$ cat src/hw/rename_cfg.svh
// sizes for the rename core; N_ROB must be a power of two
// N_PREG must exceed N_AREG + 1 so that reset leaves free tags
`ifndef RENAME_CFG_SVH
`define RENAME_CFG_SVH

`define N_WAY  2   // dispatch and retire width
`define N_ROB  8   // reorder buffer entries
`define N_PREG 32  // physical registers, tag 0 reserved
`define N_AREG 8   // architectural registers

`endif

$ cat src/hw/rename_pkg.sv
// shared types of the rename core, widths follow rename_cfg.svh
// tag 0 is the "no tag" value and is never allocated
`include "rename_cfg.svh"

package rename_pkg;

	// physical register tag
	typedef logic [$clog2(`N_PREG)-1:0] preg_tag_t;

	// architectural register number
	typedef logic [$clog2(`N_AREG)-1:0] areg_t;

	// 0 .. N_ROB inclusive
	typedef logic [$clog2(`N_ROB+1)-1:0] rob_count_t;

	// 0 .. N_PREG inclusive
	typedef logic [$clog2(`N_PREG+1)-1:0] free_count_t;

endpackage

$ cat src/hw/rob_dispatch_if.sv
// dispatch packets from the rename map into the ROB
// valid marks accepted ways only, the ROB writes them in way order
`timescale 1ns/10ps
`include "rename_cfg.svh"

interface rob_dispatch_if;
	import rename_pkg::*;

	logic [`N_WAY-1:0] valid;
	preg_tag_t [`N_WAY-1:0] tag; // newly allocated tag
	preg_tag_t [`N_WAY-1:0] tag_old; // previous mapping of the dest
	logic [`N_WAY-1:0] branch_inst;

	modport rename (
		output valid,
		output tag,
		output tag_old,
		output branch_inst
	);

	modport rob (
		input valid,
		input tag,
		input tag_old,
		input branch_inst
	);

endinterface

$ cat src/hw/rob_retire_if.sv
// retirement and squash from the ROB to the free list and rename map
// squash_tags is only meaningful while squash is high, 0 otherwise
`timescale 1ns/10ps
`include "rename_cfg.svh"

interface rob_retire_if;
	import rename_pkg::*;

	logic [`N_WAY-1:0] retire_valid;
	preg_tag_t [`N_WAY-1:0] retire_tag;  // becomes the committed mapping
	preg_tag_t [`N_WAY-1:0] retire_told; // goes back to the free list
	logic squash;
	preg_tag_t [`N_ROB-1:0] squash_tags; // one per ROB entry, 0 if empty

	modport rob (
		output retire_valid,
		output retire_tag,
		output retire_told,
		output squash,
		output squash_tags
	);

	modport user (
		input retire_valid,
		input retire_tag,
		input retire_told,
		input squash,
		input squash_tags
	);

endinterface

$ cat src/hw/free_list.sv
// bitmap free list, lowest free tags offered first
// take must only mark offered tags that are nonzero
`timescale 1ns/10ps
`include "rename_cfg.svh"

module free_list (
	input logic clock,
	input logic reset,
	input logic [`N_WAY-1:0] take,
	output rename_pkg::preg_tag_t [`N_WAY-1:0] free_tags,
	output rename_pkg::free_count_t free_count,
	rob_retire_if.user ret
);
	import rename_pkg::*;

	logic [`N_PREG-1:0] free_q, free_d;
	free_count_t count_q, count_d;

	assign free_count = count_q;

	// priority encoders, one per way, each skipping what the lower ways took
	always_comb begin
		logic [`N_PREG-1:0] avail;
		logic found;
		avail = free_q;
		for (int w = 0; w < `N_WAY; w++) begin
			free_tags[w] = '0;
			found = 1'b0;
			for (int i = 1; i < `N_PREG; i++) begin // tag 0 never offered
				if (avail[i] && !found) begin
					free_tags[w] = preg_tag_t'(i);
					avail[i] = 1'b0;
					found = 1'b1;
				end
			end
		end
	end

	always_comb begin
		free_d = free_q;
		for (int w = 0; w < `N_WAY; w++)
			if (take[w] && free_tags[w] != '0)
				free_d[free_tags[w]] = 1'b0;
		for (int w = 0; w < `N_WAY; w++)
			if (ret.retire_valid[w] && ret.retire_told[w] != '0)
				free_d[ret.retire_told[w]] = 1'b1;
		if (ret.squash)
			for (int i = 0; i < `N_ROB; i++)
				if (ret.squash_tags[i] != '0)
					free_d[ret.squash_tags[i]] = 1'b1;
		count_d = '0;
		for (int i = 0; i < `N_PREG; i++)
			count_d = count_d + free_count_t'(free_d[i]); // popcount
	end

	always_ff @(posedge clock) begin
		if (reset) begin
			for (int i = 0; i < `N_PREG; i++)
				free_q[i] <= (i > `N_AREG); // tags 1..N_AREG hold the reset map
			count_q <= free_count_t'(`N_PREG - `N_AREG - 1);
		end else begin
			free_q <= free_d;
			count_q <= count_d;
		end
	end

	for (genvar w = 0; w < `N_WAY; w++) begin : g_chk
		// retiring told must still be held by the ROB
		a_told_not_free: assert property (@(posedge clock) disable iff (reset)
			(ret.retire_valid[w] && ret.retire_told[w] != '0) |-> !free_q[ret.retire_told[w]])
			else $error("retired told %0d already free", ret.retire_told[w]);
		// the map may only take a real tag
		a_no_tag0: assert property (@(posedge clock) disable iff (reset)
			take[w] |-> free_tags[w] != '0)
			else $error("tag 0 allocated on way %0d", w);
	end

	for (genvar i = 0; i < `N_ROB; i++) begin : g_sq_chk
		a_squash_not_free: assert property (@(posedge clock) disable iff (reset)
			(ret.squash && ret.squash_tags[i] != '0) |-> !free_q[ret.squash_tags[i]])
			else $error("squashed tag %0d already free", ret.squash_tags[i]);
	end

endmodule

$ cat src/hw/rename_map.sv
// speculative and retirement map tables plus the dispatch acceptance
// a way is refused once a lower valid way is refused; no back-pressure
`timescale 1ns/10ps
`include "rename_cfg.svh"

module rename_map (
	input logic clock,
	input logic reset,
	input logic [`N_WAY-1:0] dispatch_valid,
	input rename_pkg::areg_t [`N_WAY-1:0] dispatch_dest,
	input logic [`N_WAY-1:0] dispatch_branch,
	output logic [`N_WAY-1:0] dispatched,
	output rename_pkg::preg_tag_t [`N_WAY-1:0] dispatch_tag,
	input rename_pkg::preg_tag_t [`N_WAY-1:0] free_tags,
	input rename_pkg::free_count_t free_count,
	output logic [`N_WAY-1:0] take,
	input rename_pkg::rob_count_t rob_space,
	input logic squash,
	rob_dispatch_if.rename dis,
	rob_retire_if.user ret
);
	import rename_pkg::*;

	preg_tag_t spec_q [`N_AREG]; // speculative map
	preg_tag_t spec_d [`N_AREG];
	preg_tag_t retr_q [`N_AREG]; // committed map
	preg_tag_t retr_d [`N_AREG];

	// accept in way order while ROB entries and free tags last
	always_comb begin
		int n_acc;
		logic stop;
		n_acc = 0;
		stop = squash; // nothing dispatches in the squash cycle
		take = '0;
		for (int w = 0; w < `N_WAY; w++) begin
			dispatched[w] = 1'b0;
			dispatch_tag[w] = '0;
			if (dispatch_valid[w] && !stop) begin
				if (n_acc < int'(rob_space) && n_acc < int'(free_count)) begin
					dispatched[w] = 1'b1;
					dispatch_tag[w] = free_tags[n_acc];
					take[n_acc] = 1'b1;
					n_acc++;
				end else begin
					stop = 1'b1;
				end
			end
		end
	end

	// old mapping, with bypass from an earlier way writing the same dest
	always_comb begin
		for (int w = 0; w < `N_WAY; w++) begin
			dis.tag_old[w] = spec_q[dispatch_dest[w]];
			for (int j = 0; j < w; j++)
				if (dispatched[j] && dispatch_dest[j] == dispatch_dest[w])
					dis.tag_old[w] = dispatch_tag[j]; // latest earlier way wins
		end
	end

	assign dis.valid = dispatched;
	assign dis.tag = dispatch_tag;
	assign dis.branch_inst = dispatch_branch;

	always_comb begin
		spec_d = spec_q;
		retr_d = retr_q;
		// the retiring told is the committed mapping of the dest, so find it there
		for (int w = 0; w < `N_WAY; w++)
			if (ret.retire_valid[w])
				for (int r = 0; r < `N_AREG; r++)
					if (retr_d[r] == ret.retire_told[w])
						retr_d[r] = ret.retire_tag[w];
		if (ret.squash) begin
			spec_d = retr_q; // nothing retires in a squash cycle
		end else begin
			for (int w = 0; w < `N_WAY; w++)
				if (dispatched[w])
					spec_d[dispatch_dest[w]] = dispatch_tag[w];
		end
	end

	always_ff @(posedge clock) begin
		if (reset) begin
			for (int r = 0; r < `N_AREG; r++) begin
				spec_q[r] <= preg_tag_t'(r + 1); // areg r -> tag r+1
				retr_q[r] <= preg_tag_t'(r + 1);
			end
		end else begin
			spec_q <= spec_d;
			retr_q <= retr_d;
		end
	end

endmodule

$ cat src/hw/rob.sv
// circular reorder buffer, retires up to N_WAY per cycle in order
// a completed taken branch at the head squashes every entry, itself included
`timescale 1ns/10ps
`include "rename_cfg.svh"

module rob (
	input logic clock,
	input logic reset,
	input rename_pkg::preg_tag_t [`N_WAY-1:0] complete_tag,
	input logic [`N_WAY-1:0] complete_taken,
	rob_dispatch_if.rob dis,
	rob_retire_if.rob ret,
	output rename_pkg::rob_count_t rob_space
);
	import rename_pkg::*;

	localparam int PTR_W = $clog2(`N_ROB);

	// entry payload
	preg_tag_t tag_q [`N_ROB];
	preg_tag_t told_q [`N_ROB];
	logic [`N_ROB-1:0] br_q;
	preg_tag_t tag_d [`N_ROB];
	preg_tag_t told_d [`N_ROB];
	logic [`N_ROB-1:0] br_d;

	// entry status and pointers
	logic [`N_ROB-1:0] done_q, done_d;
	logic [`N_ROB-1:0] taken_q, taken_d;
	logic [PTR_W-1:0] head_q, head_d;
	logic [PTR_W-1:0] tail_q, tail_d; // next entry to write
	rob_count_t count_q, count_d;

	logic [`N_ROB-1:0] occupied;
	rob_count_t n_ret;
	rob_count_t space;

	always_comb begin
		logic [PTR_W-1:0] offset;
		for (int i = 0; i < `N_ROB; i++) begin
			offset = PTR_W'(i) - head_q;
			occupied[i] = rob_count_t'(offset) < count_q;
		end
	end

	// retire step, from registered state only
	always_comb begin
		logic stop;
		logic [PTR_W-1:0] idx;
		ret.squash = count_q != '0 && done_q[head_q] && br_q[head_q] && taken_q[head_q];
		stop = ret.squash;
		n_ret = '0;
		for (int w = 0; w < `N_WAY; w++) begin
			idx = head_q + PTR_W'(w);
			ret.retire_valid[w] = 1'b0;
			ret.retire_tag[w] = '0;
			ret.retire_told[w] = '0;
			if (!stop && rob_count_t'(w) < count_q && done_q[idx]
					&& !(br_q[idx] && taken_q[idx])) begin
				ret.retire_valid[w] = 1'b1;
				ret.retire_tag[w] = tag_q[idx];
				ret.retire_told[w] = told_q[idx];
				n_ret = n_ret + rob_count_t'(1);
			end else begin
				stop = 1'b1; // stays in order, also halts at a taken branch
			end
		end
		for (int i = 0; i < `N_ROB; i++)
			ret.squash_tags[i] = (ret.squash && occupied[i]) ? tag_q[i] : '0;
	end

	// entries retiring this cycle count as free
	assign space = rob_count_t'(`N_ROB) - count_q + n_ret;
	assign rob_space = (space > rob_count_t'(`N_WAY)) ? rob_count_t'(`N_WAY) : space;

	// complete then dispatch, both dropped on squash
	always_comb begin
		logic [PTR_W-1:0] ptr;
		rob_count_t n_dis;
		tag_d = tag_q;
		told_d = told_q;
		br_d = br_q;
		done_d = done_q;
		taken_d = taken_q;
		ptr = tail_q;
		n_dis = '0;
		if (!ret.squash) begin
			for (int w = 0; w < `N_WAY; w++)
				for (int i = 0; i < `N_ROB; i++)
					if (complete_tag[w] != '0 && occupied[i] && tag_q[i] == complete_tag[w]) begin
						done_d[i] = 1'b1;
						taken_d[i] = complete_taken[w];
					end
			for (int w = 0; w < `N_WAY; w++)
				if (dis.valid[w]) begin
					tag_d[ptr] = dis.tag[w];
					told_d[ptr] = dis.tag_old[w];
					br_d[ptr] = dis.branch_inst[w];
					done_d[ptr] = 1'b0;
					taken_d[ptr] = 1'b0;
					ptr = ptr + PTR_W'(1);
					n_dis = n_dis + rob_count_t'(1);
				end
		end
		if (ret.squash) begin
			head_d = head_q;
			tail_d = head_q; // empty
			count_d = '0;
		end else begin
			head_d = head_q + PTR_W'(n_ret);
			tail_d = ptr;
			count_d = count_q - n_ret + n_dis;
		end
	end

	always_ff @(posedge clock) begin
		if (reset) begin
			head_q <= '0;
			tail_q <= '0;
			count_q <= '0;
			done_q <= '0;
			taken_q <= '0;
		end else begin
			head_q <= head_d;
			tail_q <= tail_d;
			count_q <= count_d;
			done_q <= done_d;
			taken_q <= taken_d;
		end
	end

	always_ff @(posedge clock) begin
		tag_q <= tag_d;
		told_q <= told_d;
		br_q <= br_d;
	end

	// the rename map must honour rob_space
	a_no_overflow: assert property (@(posedge clock) disable iff (reset)
		rob_count_t'($countones(dis.valid)) <= rob_space)
		else $error("dispatch beyond free ROB entries");

	a_no_dispatch_on_squash: assert property (@(posedge clock) disable iff (reset)
		ret.squash |-> dis.valid == '0)
		else $error("dispatch during squash");

	for (genvar w = 0; w < `N_WAY; w++) begin : g_chk
		a_retire_tag: assert property (@(posedge clock) disable iff (reset)
			ret.retire_valid[w] |-> ret.retire_tag[w] != '0)
			else $error("retired tag 0 on way %0d", w);
	end

endmodule

$ cat src/hw/rename_core.sv
// rename and retirement core top, dispatch and completion are strobes
// an unaccepted instruction must be presented again by the source
`timescale 1ns/10ps
`include "rename_cfg.svh"

module rename_core (
	input logic clock,
	input logic reset,
	input logic [`N_WAY-1:0] dispatch_valid,
	input rename_pkg::areg_t [`N_WAY-1:0] dispatch_dest,
	input logic [`N_WAY-1:0] dispatch_branch,
	output logic [`N_WAY-1:0] dispatched,
	output rename_pkg::preg_tag_t [`N_WAY-1:0] dispatch_tag,
	input rename_pkg::preg_tag_t [`N_WAY-1:0] complete_tag,
	input logic [`N_WAY-1:0] complete_taken,
	output logic [`N_WAY-1:0] retire_valid,
	output rename_pkg::preg_tag_t [`N_WAY-1:0] retire_tag,
	output rename_pkg::preg_tag_t [`N_WAY-1:0] retire_told,
	output logic squash,
	output rename_pkg::free_count_t free_count
);
	import rename_pkg::*;

	preg_tag_t [`N_WAY-1:0] free_tags;
	logic [`N_WAY-1:0] take;
	rob_count_t rob_space;

	rob_dispatch_if dis_bus ();
	rob_retire_if ret_bus ();

	rename_map map0 (
		.clock, .reset,
		.dispatch_valid, .dispatch_dest, .dispatch_branch,
		.dispatched, .dispatch_tag,
		.free_tags, .free_count, .take,
		.rob_space, .squash(ret_bus.squash),
		.dis(dis_bus.rename), .ret(ret_bus.user)
	);

	free_list free0 (
		.clock, .reset,
		.take, .free_tags, .free_count,
		.ret(ret_bus.user)
	);

	rob rob0 (
		.clock, .reset,
		.complete_tag, .complete_taken,
		.dis(dis_bus.rob), .ret(ret_bus.rob),
		.rob_space
	);

	assign retire_valid = ret_bus.retire_valid;
	assign retire_tag = ret_bus.retire_tag;
	assign retire_told = ret_bus.retire_told;
	assign squash = ret_bus.squash;

endmodule

$ cat config.mk
export PLATFORM = sky130hd
export DESIGN_NAME = rename_core
export DESIGN_NICKNAME = d
export VERILOG_FILES = /design/src/hw/rename_pkg.sv /design/src/hw/rob_dispatch_if.sv /design/src/hw/rob_retire_if.sv /design/src/hw/free_list.sv /design/src/hw/rename_map.sv /design/src/hw/rob.sv /design/src/hw/rename_core.sv
export VERILOG_INCLUDE_DIRS = /design/src /design/src/hw
export SDC_FILE = /design/constraint.sdc
export NUM_CORES = 1
export LEC_CHECK = 0
export BUFFER_PORTS_ARGS = -buffer_cell sky130_fd_sc_hd__buf_2
export CORE_ASPECT_RATIO = 1.75
export CORE_MARGIN = 8
export CORE_UTILIZATION = 50
export CTS_CLUSTER_DIAMETER = 80
export DETAILED_ROUTE_END_ITERATION = 12
export PLACE_DENSITY = 0.72
export SLEW_MARGIN = 15
export SYNTH_ARGS = -nofsm -noshare
export SYNTH_HDL_FRONTEND = slang
export SYNTH_SLANG_ARGS = --single-unit
$ cat constraint.sdc
create_clock -name clock -period 9.9 [get_ports clock]
set_input_delay 1.485 -clock clock [delete_from_list [all_inputs] [get_ports clock]]
set_output_delay 1.485 -clock clock [all_outputs]
set_load 0.02 [all_outputs]
==> reports/results.ini, run 1 <==
[setup_path]
critPathKind = flop to flop
crit_required_ns = 10.34
crit_top_cell = fa_1
crit_fanout = 8
arrival_ns = 9.99
slowest_delay_ns = 0.58
cp_slowest_cell = fa_1
cp-end-kind = flop
critPathLaunchType = flop

[clocking]
htreeDepth = 1
cts.path.max_buffers = 3
clock_latency_ns = 0.62
clk_pin_slew_ns = 0.08
tritoncts = built
cts_buffers = 26
ctsHoldBuffers = 0
clockRootBuffer = clkbuf_16
clkSinkCount = 232

[die]
rows = 106
core-area_um2 = 47500
die_x_um = 181
die-area_um2 = 55400
fp.dieH_um = 305
initial_core_util = 0.504
pin_count = 65

[route]
wire_per_inst_um = 38.3
wl_um = 136000
drt_first_pass_iters = 9
wl_met3_um = 16400
drt_iter0_drc = 4211
met2_length_um = 60200
drc = 0
final_antenna_net_count = 0
wl_met1_um = 41100
num_vias = 27800
top_layer_used = met5
via_per_inst = 7.83

[global_routing]
grt_max_degree = 73
grt_overflow = 0
grt_use_total = 0.477
grt_pass1_vias = 27200
antenna_found_initial = 6
grt_pass1_wl_um = 194000

[logic_synthesis]
synth_warnings = 0
synth_area_per_cell_um2 = 8.05
synth_cell_types = 112
syn_area_um2 = 23900
synth_edf_count = 88
ys_async_sr_fraction = 0
ys_ff_latch = 232
synth_cells = 2973
synth_top_flop_cell = dfxtp_1
synth-seq-area-share = 0.231
syn_nets = 3059

[placed_design]
pre_cts_ws_ns = -0.0939
port_buffers = 64
place_inst = 3500
gp_congestion = 1.14
hpwlAfterDp_um = 99800
place_area_um2 = 25000

[timing]
fin_worst_skew_ns = 0.0358
max_freq_ghz = 0.105
layout_setup_ws_ns = 0.351
relSlewSlack = 0.108
setup_viol = 0
min_period_ns = 9.55
maxSlewViolCount = 0
worst_pin_slew_ns = 1.33
fin_setup_tns_ns = 0
hold_viol = 0
finalCritPeriodShare = 0.965

[power]
p_leak_nw = 9.44
power_density_nw_per_um2 = 305
peakVddDrop_mv = 0.257

[worst_hold_path]
hold_path_class = flop to flop

[layout]
final_common_cell = nor2_1
fill_cells = 4364
layout-drive-gt1-share = 0.141
regArea_um2 = 5530
area_growth_syn_to_layout_pct = 8.61
fin_nets = 3025
final_cells = 3557
multi_input_area_um2 = 17100
final_area_um2 = 26000
layout_common_cells = 295 x nor2_1, 220 x nand2_1, 142 x dfxtp_1, 138 x a21oi_1, 135 x mux2i_1

[outcome]
outcome = complete, no violations

[job]
cap_viol_max_count = 0

[critical path, delay by kind of cell (launching register included)]
kind,cells,cell delay [ns]
AO/OA/AOI/OAI,5,0.98
XOR/XNOR,1,0.15
adder cells (fa/ha/maj),12,4.80
buffers and inverters,9,0.63
flip-flops,1,0.36
multiplexers,2,0.86
AND/OR/NAND/NOR,7,1.56
[power breakdown]
group	switching [W]	internal, W
sequential	0.000499	0.00132
clock	0.000490	0.000578
combinational	0.00344	0.00160
total	0.00443	0.00349
[layer usage]
layer | GRT usage | vias up
met5 | 0.000888 | -
met4 | 0.491 | 8
met3 | 0.146 | 1045
met2 | 0.757 | 2625
met1 | 0.481 | 13000
li1 | - | 11100
[registers in the layout (all words and copies together) (netlist names)]
register and count:
rob0.br_q 8, rob0.told_q 40, free0.free_count 6, rob0.tag_q 40
map0.retr_q 40, rob0.taken_q 8, map0.spec_q 40, free0.free_q 32
rob0.done_q 8, rob0.count_q 4, rob0.tail_q 3, rob0.head_q 3
[stage by stage]
stage	hold WS (ns)	power, W	util
after floorplan	0.436	0.00458	-
after global placement	0.465	0.00634	0.526
after detailed placement	0.465	0.00644	0.526
after CTS	0.475	0.00752	0.545
after global routing	0.514	0.00811	0.547
final	0.477	0.00793	0.547
[timing repair]
action                                  in CTS  in global routing
endpoints found under the setup margin       2                  5
pin swaps                                    0                  5
setup buffers                                0                  5
endpoints found under the hold margin        0                  0
resized for setup                            3                 13
[final timing paths]
check / start / endpoint / slack [ns] / depth (start not counted)
worst min register to register: free0.free_q[0] / free0.free_q[0] / 0.48 / 1
worst max register to register: rob0.head_q[1] / free0.free_count[4] / 0.35 / 36
worst min-delay path: free0.free_q[0] / free0.free_q[0] / 0.48 / 1
worst max-delay path: rob0.head_q[1] / free0.free_count[4] / 0.35 / 36
[cell usage after synthesis, types with 29 or more instances]
master	instances	area, µm²
nand2_1	220	826
nand2b_1	63	394
nor2b_1	29	181
dfxtp_1	144	2880
edfxtp_1	88	2640
or4_1	35	263
o21ai_0	122	611
a21oi_1	139	696
xor2_1	74	648
mux2_2	29	327
ha_1	37	463
mux2i_1	136	1360
nand4_1	61	382
clkbuf_1	185	694
nor4_1	69	432
a211oi_1	51	383
nor2_1	297	1110
a31oi_1	29	181
nor3_1	131	656
xnor2_1	83	727
buf_1	29	109
nand3_1	72	360
mux4_2	52	1170
or3_1	38	238
inv_1	110	413
o211ai_1	54	405
[logic make-up (layout without fill, tap and decap cells)]
group	count (synthesis)	in the layout	share of synthesized area
buffers and inverters	373	359	0.0629
other	0	4	0
DFF	232	232	0.231
and+or+nand+nor	1167	1167	0.257
muxes	238	238	0.130
AOI/OAI and AO/OA	739	739	0.219
xor gates and xnor gates	159	159	0.0588
adders and majority gates	65	65	0.0415
[area by class of cell]
type / count / share of cell area
inverter: 117 / 0.0170
tap: 594 / 0.0286
antenna: 4 / 0.000385
sequential: 232 / 0.213
timing repair buffer: 194 / 0.0503
clock inverter: 15 / 0.00727
multi-input combinational: 2368 / 0.657
clock buffer: 33 / 0.0264
(Power assumes the default switching activity.)
==> run 2, diff against run 1 <==
Settings changed: CORE_UTILIZATION 50 to 31, PLACE_DENSITY 0.72 to 0.5.
==> reports/results.ini, run 2 (synthesized netlist as in run 1, its figures left out) <==
[outcome]
outcome = complete, no violations  ; unchanged

[setup_path]
path_buf_inv = 10  ; was 9
arrival_ns = 9.89  ; was 9.99 ns
rr_startpoint = rob0.head_q[1]  ; unchanged
critPathLaunch = rob0.head_q[1]  ; unchanged
cp_slowest_cell = or4_1  ; was fa_1
crit_required_ns = 10.38  ; was 10.34 ns
slowest_delay_ns = 0.57  ; was 0.58 ns
critPathKind = flop to flop  ; unchanged
critPathLaunchType = flop  ; unchanged
cp-end-kind = flop  ; unchanged
crit_fanout = 10  ; was 8
crit_top_cell = fa_1  ; unchanged
cpLargestDelayFamily = adder cells  ; unchanged

[route]
wl_um = 137000  ; was 136,000 µm
drc = 0  ; unchanged
wire_per_inst_um = 34.2  ; was 38.3 µm
num_vias = 25900  ; was 27.8k
final_antenna_net_count = 0  ; unchanged
wl_met3_um = 7850  ; was 16,400 µm
drt_first_pass_iters = 5  ; was 9
via_per_inst = 6.45  ; was 7.83
met2_length_um = 68100  ; was 60,200 µm
wl_met1_um = 47200  ; was 41,100 µm
top_layer_used = met4  ; was met5
drt_iter0_drc = 2595  ; was 4,211

[layout]
layout-drive-gt1-share = 0.147  ; was 0.141
final_common_cell = nor2_1  ; unchanged
fill_cells = 8328  ; was 4,364
layout_common_cells = 296 x nor2_1, 220 x nand2_1, 153 x buf_4, 142 x dfxtp_1, 138 x a21oi_1  ; was 295 x nor2_1, 220 x nand2_1, 142 x dfxtp_1, 138 x a21oi_1, 135 x mux2i_1
fin_util = 0.347  ; was 0.547
area_growth_syn_to_layout_pct = 11.7  ; was 8.61%
fin_nets = 3048  ; was 3,025
final_cells = 4014  ; was 3,557

[timing]
worst_pin_slew_ns = 1.20  ; was 1.33 ns
setup_viol = 0  ; unchanged
layout_setup_ws_ns = 0.490  ; was 0.351 ns
hold_viol = 0  ; unchanged
min_period_ns = 9.41  ; was 9.55 ns
rsz0062_at_grt = no
finalCritPeriodShare = 0.951  ; was 0.965
fin_worst_skew_ns = 0.0411  ; was 0.0358 ns
relSlewSlack = 0.194  ; was 0.108
fin_setup_tns_ns = 0  ; unchanged
maxSlewViolCount = 0  ; unchanged
max_freq_ghz = 0.106  ; was 0.105 GHz

[placed_design]
port_buffers = 64  ; unchanged
place_inst = 3960  ; was 3,500
pre_cts_ws_ns = 0.360  ; was -0.0939 ns
gp_congestion = 1.07  ; was 1.14
hpwlAfterDp_um = 104000  ; was 99,800 µm

[die]
initial_core_util = 0.311  ; was 0.504
fp.dieH_um = 384  ; was 305 µm
core-area_um2 = 77000  ; was 47,500 µm²
pin_count = 65  ; unchanged
rows = 135  ; was 106
die_x_um = 226  ; was 181 µm
die-area_um2 = 86700  ; was 55,400 µm²

[worst_hold_path]
hold_path_class = flop to flop  ; unchanged
hold_start = free0.free_q[0]  ; unchanged

[power]
peakVddDrop_mv = 0.157  ; was 0.257 mV
power_density_nw_per_um2 = 292  ; was 305 nW/µm²
p_leak_nw = 9.57  ; was 9.44 nW

[clocking]
clk_pin_slew_ns = 0.07  ; was 0.08 ns
clock_latency_ns = 0.62  ; about the same
htreeDepth = 1  ; unchanged
clkSinkCount = 232  ; unchanged
cts.path.max_buffers = 3  ; unchanged
cts_setup_buffers = 0  ; unchanged
tritoncts = built  ; unchanged
clockRootBuffer = clkbuf_16  ; unchanged
ctsHoldBuffers = 0  ; unchanged
cts_buffers = 27  ; was 26

[global_routing]
grt_max_degree = 65  ; was 73
grt_pass1_wl_um = 194000  ; about the same
antenna_found_initial = 2  ; was 6
grt_use_total = 0.310  ; was 0.477
grt_pass1_vias = 25300  ; was 27.2k
grt_overflow = 0  ; unchanged

[job]
cap_viol_max_count = 0  ; unchanged

==> run 2: power breakdown <==
group,leakage [nW],total [W],switching [W],internal [W]
registers,2.08,0.00177,0.000449,0.00132
logic,7.02,0.00493,0.00330,0.00163
clock network,0.470,0.00112,0.000501,0.000620
total,9.57,0.00782,0.00425,0.00357
==> run 2: repair_timing <==
action | CTS | global route
endpoints found under the setup margin | 0 | 1
resized for setup | 0 | 6
endpoints found under the hold margin | 0 | 0
==> run 2: stage by stage <==
step	area (µm²)	total power (W)	hold WS, ns
5_1_grt	26700	0.00817	0.498
2_1_floorplan	24000	0.00458	0.436
4_1_cts	26700	0.00771	0.476
3_3_place_gp	25700	0.00657	0.465
6_report	26700	0.00782	0.475
3_5_place_dp	25700	0.00656	0.465
==> run 2: final timing paths <==
check,end,slack [ns],depth (start not counted)
worst max-delay path,free0.free_count[4],0.49,36
worst min-delay path,free0.free_q[0],0.47,1
worst min register to register,free0.free_q[0],0.47,1
worst max register to register,free0.free_count[4],0.49,36
==> run 2: layer usage <==
metal,vias to the layer above,global-route usage
met5,-,0
met4,0,0.262
met3,520,0.0438
met2,1271,0.543
met1,12900,0.323
li1,11200,-
==> run 2: final cells by class <==
class	instances	area (µm²)	share of cell area
well taps	1027	1280	0.0481
diodes	4	10.0	0.000375
clock buffers	36	791	0.0296
clock inverters	14	150	0.00562
flip-flops and latches	232	5530	0.207
repair buffers	216	1460	0.0548
inverters	117	443	0.0166
multi-input cells	2368	17100	0.638
